<file path="config.mk">
export PLATFORM = sky130hd
export DESIGN_NAME = dma_engine
export DESIGN_NICKNAME = d
export VERILOG_FILES = /design/src/common/mini_mcu_pkg.sv /design/src/design/ao_peripheral/dma_engine.sv
export SDC_FILE = /design/constraint.sdc
export NUM_CORES = 1
export LEC_CHECK = 0
export ABC_AREA = 1
export BUFFER_PORTS_ARGS = -buffer_cell sky130_fd_sc_hd__clkbuf_2
export CORE_MARGIN = 2
export CORE_UTILIZATION = 50
export CTS_BUF_LIST = sky130_fd_sc_hd__clkbuf_4 sky130_fd_sc_hd__clkbuf_8
export DETAILED_ROUTE_END_ITERATION = 16
export GPL_ROUTABILITY_DRIVEN = 0
export PLACE_DENSITY = 0.81
export SETUP_SLACK_MARGIN = 0.15
export SLEW_MARGIN = 40
export SYNTH_ARGS = -nofsm -noshare
export SYNTH_HDL_FRONTEND = slang
export SYNTH_SLANG_ARGS = --single-unit
</file>
<file path="constraint.sdc">
create_clock -name clk_i -period 9.1 [get_ports clk_i]
set_clock_uncertainty 0.2 [all_clocks]
set_input_delay 0.91 -clock clk_i [delete_from_list [all_inputs] [get_ports clk_i]]
set_output_delay 0.91 -clock clk_i [all_outputs]
set_load 0.02 [all_outputs]
</file>
<file path="src/common/mini_mcu_pkg.sv">
// ***************************************************************************
// mini MCU shared definitions: bus request/response structs, address map,
// peripheral register offsets and the DMA setup bundle
// ***************************************************************************

package mini_mcu_pkg;

  // bus widths
  localparam int ADDR_W = 32;
  localparam int DATA_W = 32;

  // address map
  localparam logic [ADDR_W-1:0] RAM_BASE       = 32'h0000_0000;
  localparam logic [ADDR_W-1:0] AO_PERIPH_BASE = 32'h2000_0000;
  localparam logic [ADDR_W-1:0] AO_PERIPH_SIZE = 32'h0000_1000;

  // always-on peripheral register offsets
  localparam logic [11:0] DMA_SRC_OFFSET    = 12'h000;
  localparam logic [11:0] DMA_DST_OFFSET    = 12'h004;
  // a write here starts the copy
  localparam logic [11:0] DMA_LEN_OFFSET    = 12'h008;
  // bit0 busy, bit1 done
  localparam logic [11:0] DMA_STATUS_OFFSET = 12'h00C;
  localparam logic [11:0] IRQ_ENABLE_OFFSET = 12'h010;
  localparam logic [11:0] EXIT_VALUE_OFFSET = 12'h014;

  // master indices on the system bus
  localparam logic MASTER_HOST = 1'b0;
  localparam logic MASTER_DMA  = 1'b1;

  // request channel, fields held stable until gnt
  typedef struct packed {
    logic              req;
    logic              we;
    logic [3:0]        be;
    logic [ADDR_W-1:0] addr;
    logic [DATA_W-1:0] wdata;
  } obi_req_t;

  // response channel, rvalid one cycle after gnt
  typedef struct packed {
    logic              gnt;
    logic              rvalid;
    logic [DATA_W-1:0] rdata;
    logic              err;
  } obi_resp_t;

  // register block to DMA engine
  typedef struct packed {
    logic [ADDR_W-1:0] src;
    logic [ADDR_W-1:0] dst;
    logic [15:0]       len;
    logic              start;
  } dma_cfg_t;

endpackage
</file>
<file path="src/design/ao_peripheral/dma_engine.sv">
// ***************************************************************************
// word-copy DMA engine: bus master moving len words from src to dst
// ***************************************************************************

`timescale 1ns/1ps

module dma_engine
  import mini_mcu_pkg::*;
(
  input  logic      clk_i,
  input  logic      rst_i,

  input  dma_cfg_t  cfg_i,

  output obi_req_t  master_req_o,
  input  obi_resp_t master_resp_i,

  output logic      busy_o,
  output logic      done_o
);

  localparam logic [2:0] ST_IDLE    = 3'd0;
  localparam logic [2:0] ST_RD_REQ  = 3'd1;
  localparam logic [2:0] ST_RD_WAIT = 3'd2;
  localparam logic [2:0] ST_WR_REQ  = 3'd3;
  localparam logic [2:0] ST_WR_WAIT = 3'd4;

  logic [2:0]        state_q;
  logic              done_q;
  logic [ADDR_W-1:0] src_ptr_q;
  logic [ADDR_W-1:0] dst_ptr_q;
  logic [15:0]       count_q;
  logic [DATA_W-1:0] data_q;

  // control FSM, an error response aborts the copy
  always_ff @(posedge clk_i) begin
    if (rst_i) begin
      state_q <= ST_IDLE;
      done_q  <= 1'b0;
    end else begin
      done_q <= 1'b0;
      case (state_q)
        ST_IDLE: begin
          if (cfg_i.start) begin
            if (cfg_i.len == '0) begin
              done_q <= 1'b1;
            end else begin
              state_q <= ST_RD_REQ;
            end
          end
        end
        ST_RD_REQ: if (master_resp_i.gnt) state_q <= ST_RD_WAIT;
        ST_RD_WAIT: begin
          if (master_resp_i.rvalid) begin
            if (master_resp_i.err) begin
              state_q <= ST_IDLE;
              done_q  <= 1'b1;
            end else begin
              state_q <= ST_WR_REQ;
            end
          end
        end
        ST_WR_REQ: if (master_resp_i.gnt) state_q <= ST_WR_WAIT;
        ST_WR_WAIT: begin
          if (master_resp_i.rvalid) begin
            if (master_resp_i.err || (count_q == 16'd1)) begin
              state_q <= ST_IDLE;
              done_q  <= 1'b1;
            end else begin
              state_q <= ST_RD_REQ;
            end
          end
        end
        default: state_q <= ST_IDLE;
      endcase
    end
  end

  // pointers, word count and the word in flight
  always_ff @(posedge clk_i) begin
    if ((state_q == ST_IDLE) && cfg_i.start) begin
      src_ptr_q <= cfg_i.src;
      dst_ptr_q <= cfg_i.dst;
      count_q   <= cfg_i.len;
    end
    if ((state_q == ST_RD_WAIT) && master_resp_i.rvalid) begin
      data_q <= master_resp_i.rdata;
    end
    if ((state_q == ST_WR_WAIT) && master_resp_i.rvalid) begin
      src_ptr_q <= src_ptr_q + ADDR_W'(4);
      dst_ptr_q <= dst_ptr_q + ADDR_W'(4);
      count_q   <= count_q - 16'd1;
    end
  end

  always_comb begin
    master_req_o    = '0;
    master_req_o.be = 4'hF;
    if (state_q == ST_RD_REQ) begin
      master_req_o.req  = 1'b1;
      master_req_o.addr = src_ptr_q;
    end else if (state_q == ST_WR_REQ) begin
      master_req_o.req   = 1'b1;
      master_req_o.we    = 1'b1;
      master_req_o.addr  = dst_ptr_q;
      master_req_o.wdata = data_q;
    end
  end

  assign busy_o = (state_q != ST_IDLE);
  assign done_o = done_q;

endmodule

</file>
==> results of run 1 <==
## metal layers
layer	share of wire (%)	vias to the layer above	wire, microns
met4	3.6	0	710
met2	46	367	8856
met5	0	-	0
met1	43	3085	8333
li1	-	3433	-
met3	8.0	63	1559
## placed cells by master, fill, tap and decap left out, types with 2 or more instances in the layout
cell       instances
nand2_1          333
clkbuf_2         185
nor2_1           141
inv_1            129
edfxtp_1         112
nand3_1           49
o21ai_0           40
xor2_1            35
o22ai_1           23
nor3_1            19
clkbuf_8          17
nand4_1            8
o21ai_1            8
nor2_2             7
xnor2_1            5
bufinv_16          5
clkinv_2           4
ha_1               4
conb_1             4
dfxtp_1            4
clkbuf_4           3
clkinv_1           3
buf_4              3
inv_2              2
nor2_4             2
o31ai_1            2
nand2_2            2
buf_6              2
## stage by stage
step           cell area, sq um  total power, mW  worst slack, ps  std cells  hold WS (ps)
2_1_floorplan              7252            1.613             1985        971         392.8
3_3_place_gp               8282            1.856             6185       1310         406.3
3_5_place_dp               8289            1.877             6093       1310         424.6
4_1_cts                    8731            2.419             5597       1342         412.5
5_1_grt                    8731            2.567             5382       1342         422.6
6_report                   8731            2.424             5573       1342         436.2
## kinds of logic after synthesis
logic type,Yosys count,synth area share (%)
flip-flops,116,47.55
other,1,0.05179
AND/OR/NAND/NOR,566,31.54
adder cells (fa/ha/maj),4,0.6912
buffers and inverters,163,9.314
XOR/XNOR,40,4.838
AO/OA/AOI/OAI,78,6.014
## how the worst max path moves through the flow
stage,startpoint,endpoint,slack (ps),depth (start not counted)
finish,state_q[1],master_req_o[6],5570,6
detailed placement,state_q[1],master_req_o[6],6090,6
global placement,state_q[1],master_req_o[9],6180,6
CTS,state_q[1],master_req_o[6],5600,6
global route,state_q[1],master_req_o[6],5380,6
floorplan,cfg_i[0],count_q[0],1980,2
## area by class of cell
class	count	area, sq um	area share, %
Timing Repair Buffer	190	970.9	11.12
Multi-Input combinational cell	692	3153	36.11
Sequential cell	116	3443	39.44
Inverter	132	496.7	5.689
Clock buffer	20	256.5	2.938
Tap cell	180	225.2	2.580
Clock inverter	12	185.2	2.121
## flip-flops by register name, indices dropped and copies added, names as in the netlist
register	count
state_q	3
done_o	1
dst_ptr_q	32
data_q	32
count_q	16
src_ptr_q	32
## critical path: cells and delay by family, from the launching register on
kind          cells  cell delay [ps]
buf+inv           4             1450
simple gates      2              180
flops             1              330
## where the power goes
group / switching, mW / total, mW / leakage [nW] / internal (mW)
logic: 0.678 / 0.944 / 2.93 / 0.266
registers: 0.125 / 0.940 / 1.08 / 0.815
clock network: 0.209 / 0.540 / 0.227 / 0.331
==> impl_results.md, run 1 <==
- DR vias/cell: 5.177
- GR Layer Usage met1: 32.98%
- Worst Path Arrival: ~2400 ps
- Async SR Flop Fraction: 0%
- Syn_area_per_cell: 7.480 sq um
- CTS tree: built
- Post-CTS Resized: 0
- CP Cell Sequence: inv_1, nor3_1, inv_1, buf_4, nor2_1, clkbuf_2
- First-pass GRT wire length: approximately 31 mm
- DIE AREA: 15460 sq um
- Yosys cell types: 34
- Mapped Cells: between 900 and 1k
- Core Area: 13990 sq um
- Slowest CP cell: inv_1
- # rows: 43
- Synth Cell Area: 7241 sq um
- Worst-margin pin slew: 814.6 ps
- Ys Warns: 0
- TritonRoute pass-1 iters: 6
- Max stage delay on crit path: 610 ps
- Hpwl dp: 14.84 mm
- Pwr dens: 277.6 nW/um^2
- Vias: 6948
- Setup bufs post-CTS: 0
- Fin nets: 1271
- ANT nets after route: 0
- Max cap viols: 0
- Vias in the first global route: 6405
- Clock Path Buffers: 2
- Antenna violations before repair: 0
- Number of synthesized flops with an enable pin: 112
- Final period utilization: 38.76%
- Hold depth: 2
- Pleak: 4.235 nW
- Area Overhead vs Synth: 20.58%
- RSZ-0062 raised after global routing: no
- Most common cell in the netlist: nand2_1
- Met3 GRT Util: 4.768%
- Global route hottest layer: met2
- RR Startpoint: state_q[0]
- Skew-Pair Late Insertion Delay: between 400 and 500 ps
- Seq/Total Area, Yosys: 47.55%
- Initial DRC count: ~680
- Share of layout cells above drive strength 1: between 20% and 30%
- Drt wl/cell: approximately 15 microns
- Inserted Diodes: 0
- Status: completed
- Starting Density: 51.76%
- Hold Buf Count CTS: 0
- Final Hold Fails: 0
- CP Class: flop to primary output
- Crit path top cell by count: inv_1
- Worst VDD drop: 0.1670 mV
- IO buf count: 185
- WHS Endpoint: done_o
- GRT overflow: 0
- Post-route setup TNS: 0 ps
- Gr usage total: 24.94%
- Flop-to-flop setup slack: a little under 7000 ps
- Crit Reg-Reg Endpoint: src_ptr_q[26]
- WP data required: 7990 ps
- Worst-path clk slew: 70 ps
- Hold WC Path Type: input port to flop
- Top FF cell, synth: edfxtp_1
- Slew Limit Fails: 0
- Hold_sp: rst_i
- Cell count of the worst reg-to-reg path: 6
- Commonest cells in the netlist: 333 x nand2_1, 142 x nor2_1, 129 x inv_1
- Max_slew headroom: between 40% and 50%
- Yosys top cell area share: 46.45%
- End-of-flow core utilization: a little over three fifths
- Die width: 124.3 microns
- I/O pin cnt: 190
- #FFs+latches synth: approximately 120
- Sink Count: roughly 120
- Top cell type by total area after synthesis: edfxtp_1
- H-tree depth: 4
- Peak Freq: 283.5 MHz
- Setup violations, final: 0
- Clock buffer count from CTS: 17
- Fillers: between 1k and 1.5k
- Nature of the critical path startpoint: flop
- # DRC: 0
- Final wirelength: just under 20 mm
- Grt met2 use: 39.83%
- CTS root buffer: clkbuf_8
- Die Ht: ~120 microns
- Largest cells by area after synthesis: edfxtp_1 46%, nand2_1 17%, nor2_1 7.4%, inv_1 6.7%, xor2_1 4.2%
- CP max FO: 32
- Post-layout min period: 3527 ps
- Type of element capturing the critical path: primary output
- Largest net degree at the start of global routing: 113
No activity file was read; power rests on OpenSTA's default activity.
==> inputs of run 2 (changes only) <==
Settings changed: ABC_AREA 1 to 0, CORE_UTILIZATION 50 to 49, PLACE_DENSITY 0.81 to 0.84.
Clock period 9.1 ns to 3.05 ns, I/O delays scaled along.
==> run 2 against run 1 <==
Final area increased by 5.6%. Via count down 12%. Total power grew 78%. Utilization grew 7.8 points. Non-clock buffer count rose by 120. Global-route usage rose by 1.9 points. Largest cell class unchanged. Sequential share of layout area down 2.1 points. Clock-buffer cell count fell by 1. Combinational power down 23%.
==> impl_results.md, run 2 <==
- IO buf count: 185
- Peak Freq: around 360 MHz
- Hpwl dp: 11.34 mm
- Largest net degree at the start of global routing: 105
- Flop-to-flop setup slack: a little over 800 ps
- Initial DRC count: 489
- CP max FO: 17
- # rows: 42
- CTS tree: built
- Final period utilization: 89.84%
- CP Class: flop to primary output
- Die width: 119.4 microns
- Clock group share of total power: 36.8%
- DIE AREA: 14260 sq um
- Sequential share of power: between 40% and 50%
- Ys Warns: 0
- Die Ht: around 120 microns
- Internal power: 3.187 mW
- Starting Density: between 40% and 50%
- Setup violations, final: 0
- Yosys cell types: 38
- RSZ-0062 raised after global routing: no
- Worst-path clk slew: 70 ps
- Area Overhead vs Synth: 41.28%
- Pwr dens: 468.3 nW/um^2
- Vias in the first global route: slightly above 6k
- Async SR Flop Fraction: 0%
- Synth Cell Area: roughly 6500 sq um
- Fin nets: 1058
- Worst VDD drop: 0.2717 mV
- Skew-Pair Late Insertion Delay: 440 ps
- Sw Ratio: 26.22%
- Core Area: approximately 13000 sq um
- Top cell type by total area after synthesis: edfxtp_1
- Max cap viols: 0
- # DRC: 0
- Biggest regs: data_q: 32 flops, dst_ptr_q: 32 flops, src_ptr_q: 32 flops
- Syn_area_per_cell: 10.14 sq um
- Vias: 6146
- Post-layout min period: roughly 2700 ps
- Number of synthesized flops with an enable pin: 112
- Inserted Diodes: 0
- Commonest cells in the netlist: 112 x edfxtp_1, 93 x nand2_1, 76 x o21ai_0
- Hold WC Path Type: input port to flop
- Max_slew headroom: 57.94%
- Worst hold margin: around 27 ps
- Worst-margin pin slew: 625.7 ps
- Most frequent cells in the layout: 185 x clkbuf_2, 112 x edfxtp_1, 111 x dlygate4sd3_1
- CTS root buffer: clkbuf_8
- WP data required: 2540 ps
- GRT overflow: 0
- Type of element capturing the critical path: primary output
- Status: completed
- Sink Count: about 120
- Part of the power in combinational logic: 16.9%
- Share of layout cells above drive strength 1: between 20% and 30%
- Most common cell in the netlist: edfxtp_1
- Gr usage total: a little over a quarter
- TritonRoute pass-1 iters: 6
- H-tree depth: 4
- Drt wl/cell: about 17 microns
- Final Hold Fails: 0
- Pleak: 3.855 nW
- ANT nets after route: 0
- Top FF cell, synth: edfxtp_1
- CP Cell Sequence: inv_1, nand2_1, clkinvlp_4, and3_1, clkbuf_2
- Mapped Cells: 644
- Cell Area, Placed: 7665 sq um
- Antenna violations before repair: 0
- #FFs+latches synth: around 120
- Leading cell type in the layout, fill and taps excluded: clkbuf_2
- Max stage delay on crit path: 560 ps
- Final wirelength: around 19 mm
- Nature of the critical path startpoint: flop
- Switching power: 1.133 mW
- Yosys top cell area share: 51.51%
- Clock buffer count from CTS: 17
- Slew Limit Fails: 0
- I/O pin cnt: 190
- Seq/Total Area, Yosys: 52.74%
- Worst Path Arrival: 2240 ps
- Design area: approximately 9000 sq um
- Post-route setup TNS: 0 ps
- DR vias/cell: around 5.5
- First-pass GRT wire length: 29.70 mm
- Slowest CP cell: dfxtp_1
- Clock Path Buffers: 2
- Largest cells by area after synthesis: edfxtp_1 52%, xor2_1 6.2%, o21ai_0 5.8%, nand2_1 5.3%, mux2i_1 4.9%
- Setup bufs post-CTS: 0
==> run 2: cell type report <==
cell class,count,area (sq um)
Sequential cell,116,3445
Timing Repair Buffer,310,2167
Tap cell,176,220.2
Multi-Input combinational cell,482,2914
Clock buffer,19,249.0
Timing Repair inverter,1,7.507
Fill cell,909,3914
Clock inverter,13,187.7
Inverter,8,33.78
==> run 2: power by group through the flow <==
stage,registers [mW],logic [mW],clock network (mW)
2_1_floorplan,1.99,0.381,0
3_3_place_gp,2.02,0.579,0
3_5_place_dp,2.02,0.590,0
4_1_cts,1.99,0.707,1.61
5_1_grt,2.01,0.788,1.67
6_report,2.00,0.731,1.59
==> run 2: kinds of logic after synthesis <==
logic type                 count (synthesis)  synth area share (%)
adders and majority gates                  4                0.7666
xor gates and xnor gates                  71                 9.525
AOI/OAI and AO/OA                         83                 6.554
other                                      1               0.05744
buffers and inverters                     49                 3.334
muxes                                     35                 5.424
and+or+nand+nor                          285                 21.60
DFF                                      116                 52.74
==> run 2: timing repair <==
item,in CTS,in global routing
setup endpoints to repair,0,34
hold buffers,111,0
hold endpoints to repair,112,0
resized for setup,0,2
==> run 2: through the flow <==
step | total power [mW] | instances | setup WS [ps] | utilization [%]
after floorplan | 2.374 | 647 | 181.0 | -
after global placement | 2.597 | 981 | 889.2 | 58.34
after detailed placement | 2.614 | 981 | 813.9 | 58.34
after CTS | 4.305 | 1124 | 361.2 | 70.12
after global routing | 4.468 | 1125 | 165.8 | 70.21
final | 4.320 | 1125 | 309.8 | 70.21
==> run 2: worst max-delay path: cells and delay by family, from the launching register on <==
kind,cells,cell delay (ps)
DFF,1,560
buffers and inverters,3,670
and+or+nand+nor,2,560
==> run 2: path summary, 6_finish.rpt <==
check / start / end / cells past startpoint
max: state_q[2] / master_req_o[25] / 5
min: cfg_i[48] / dst_ptr_q[31] / 3
max reg2reg: dst_ptr_q[2] / dst_ptr_q[24] / 6
min reg2reg: state_q[0] / state_q[1] / 2
==> run 2: layer usage <==
layer	track usage [%]	part of all wire, %	wire length [microns]	vias to the layer above
met5	0	0	0	-
met4	10.00	2.3	437	0
met3	6.274	8.3	1598	49
met2	48.02	51	9794	349
met1	31.18	38	7343	2863
li1	-	-	-	2885
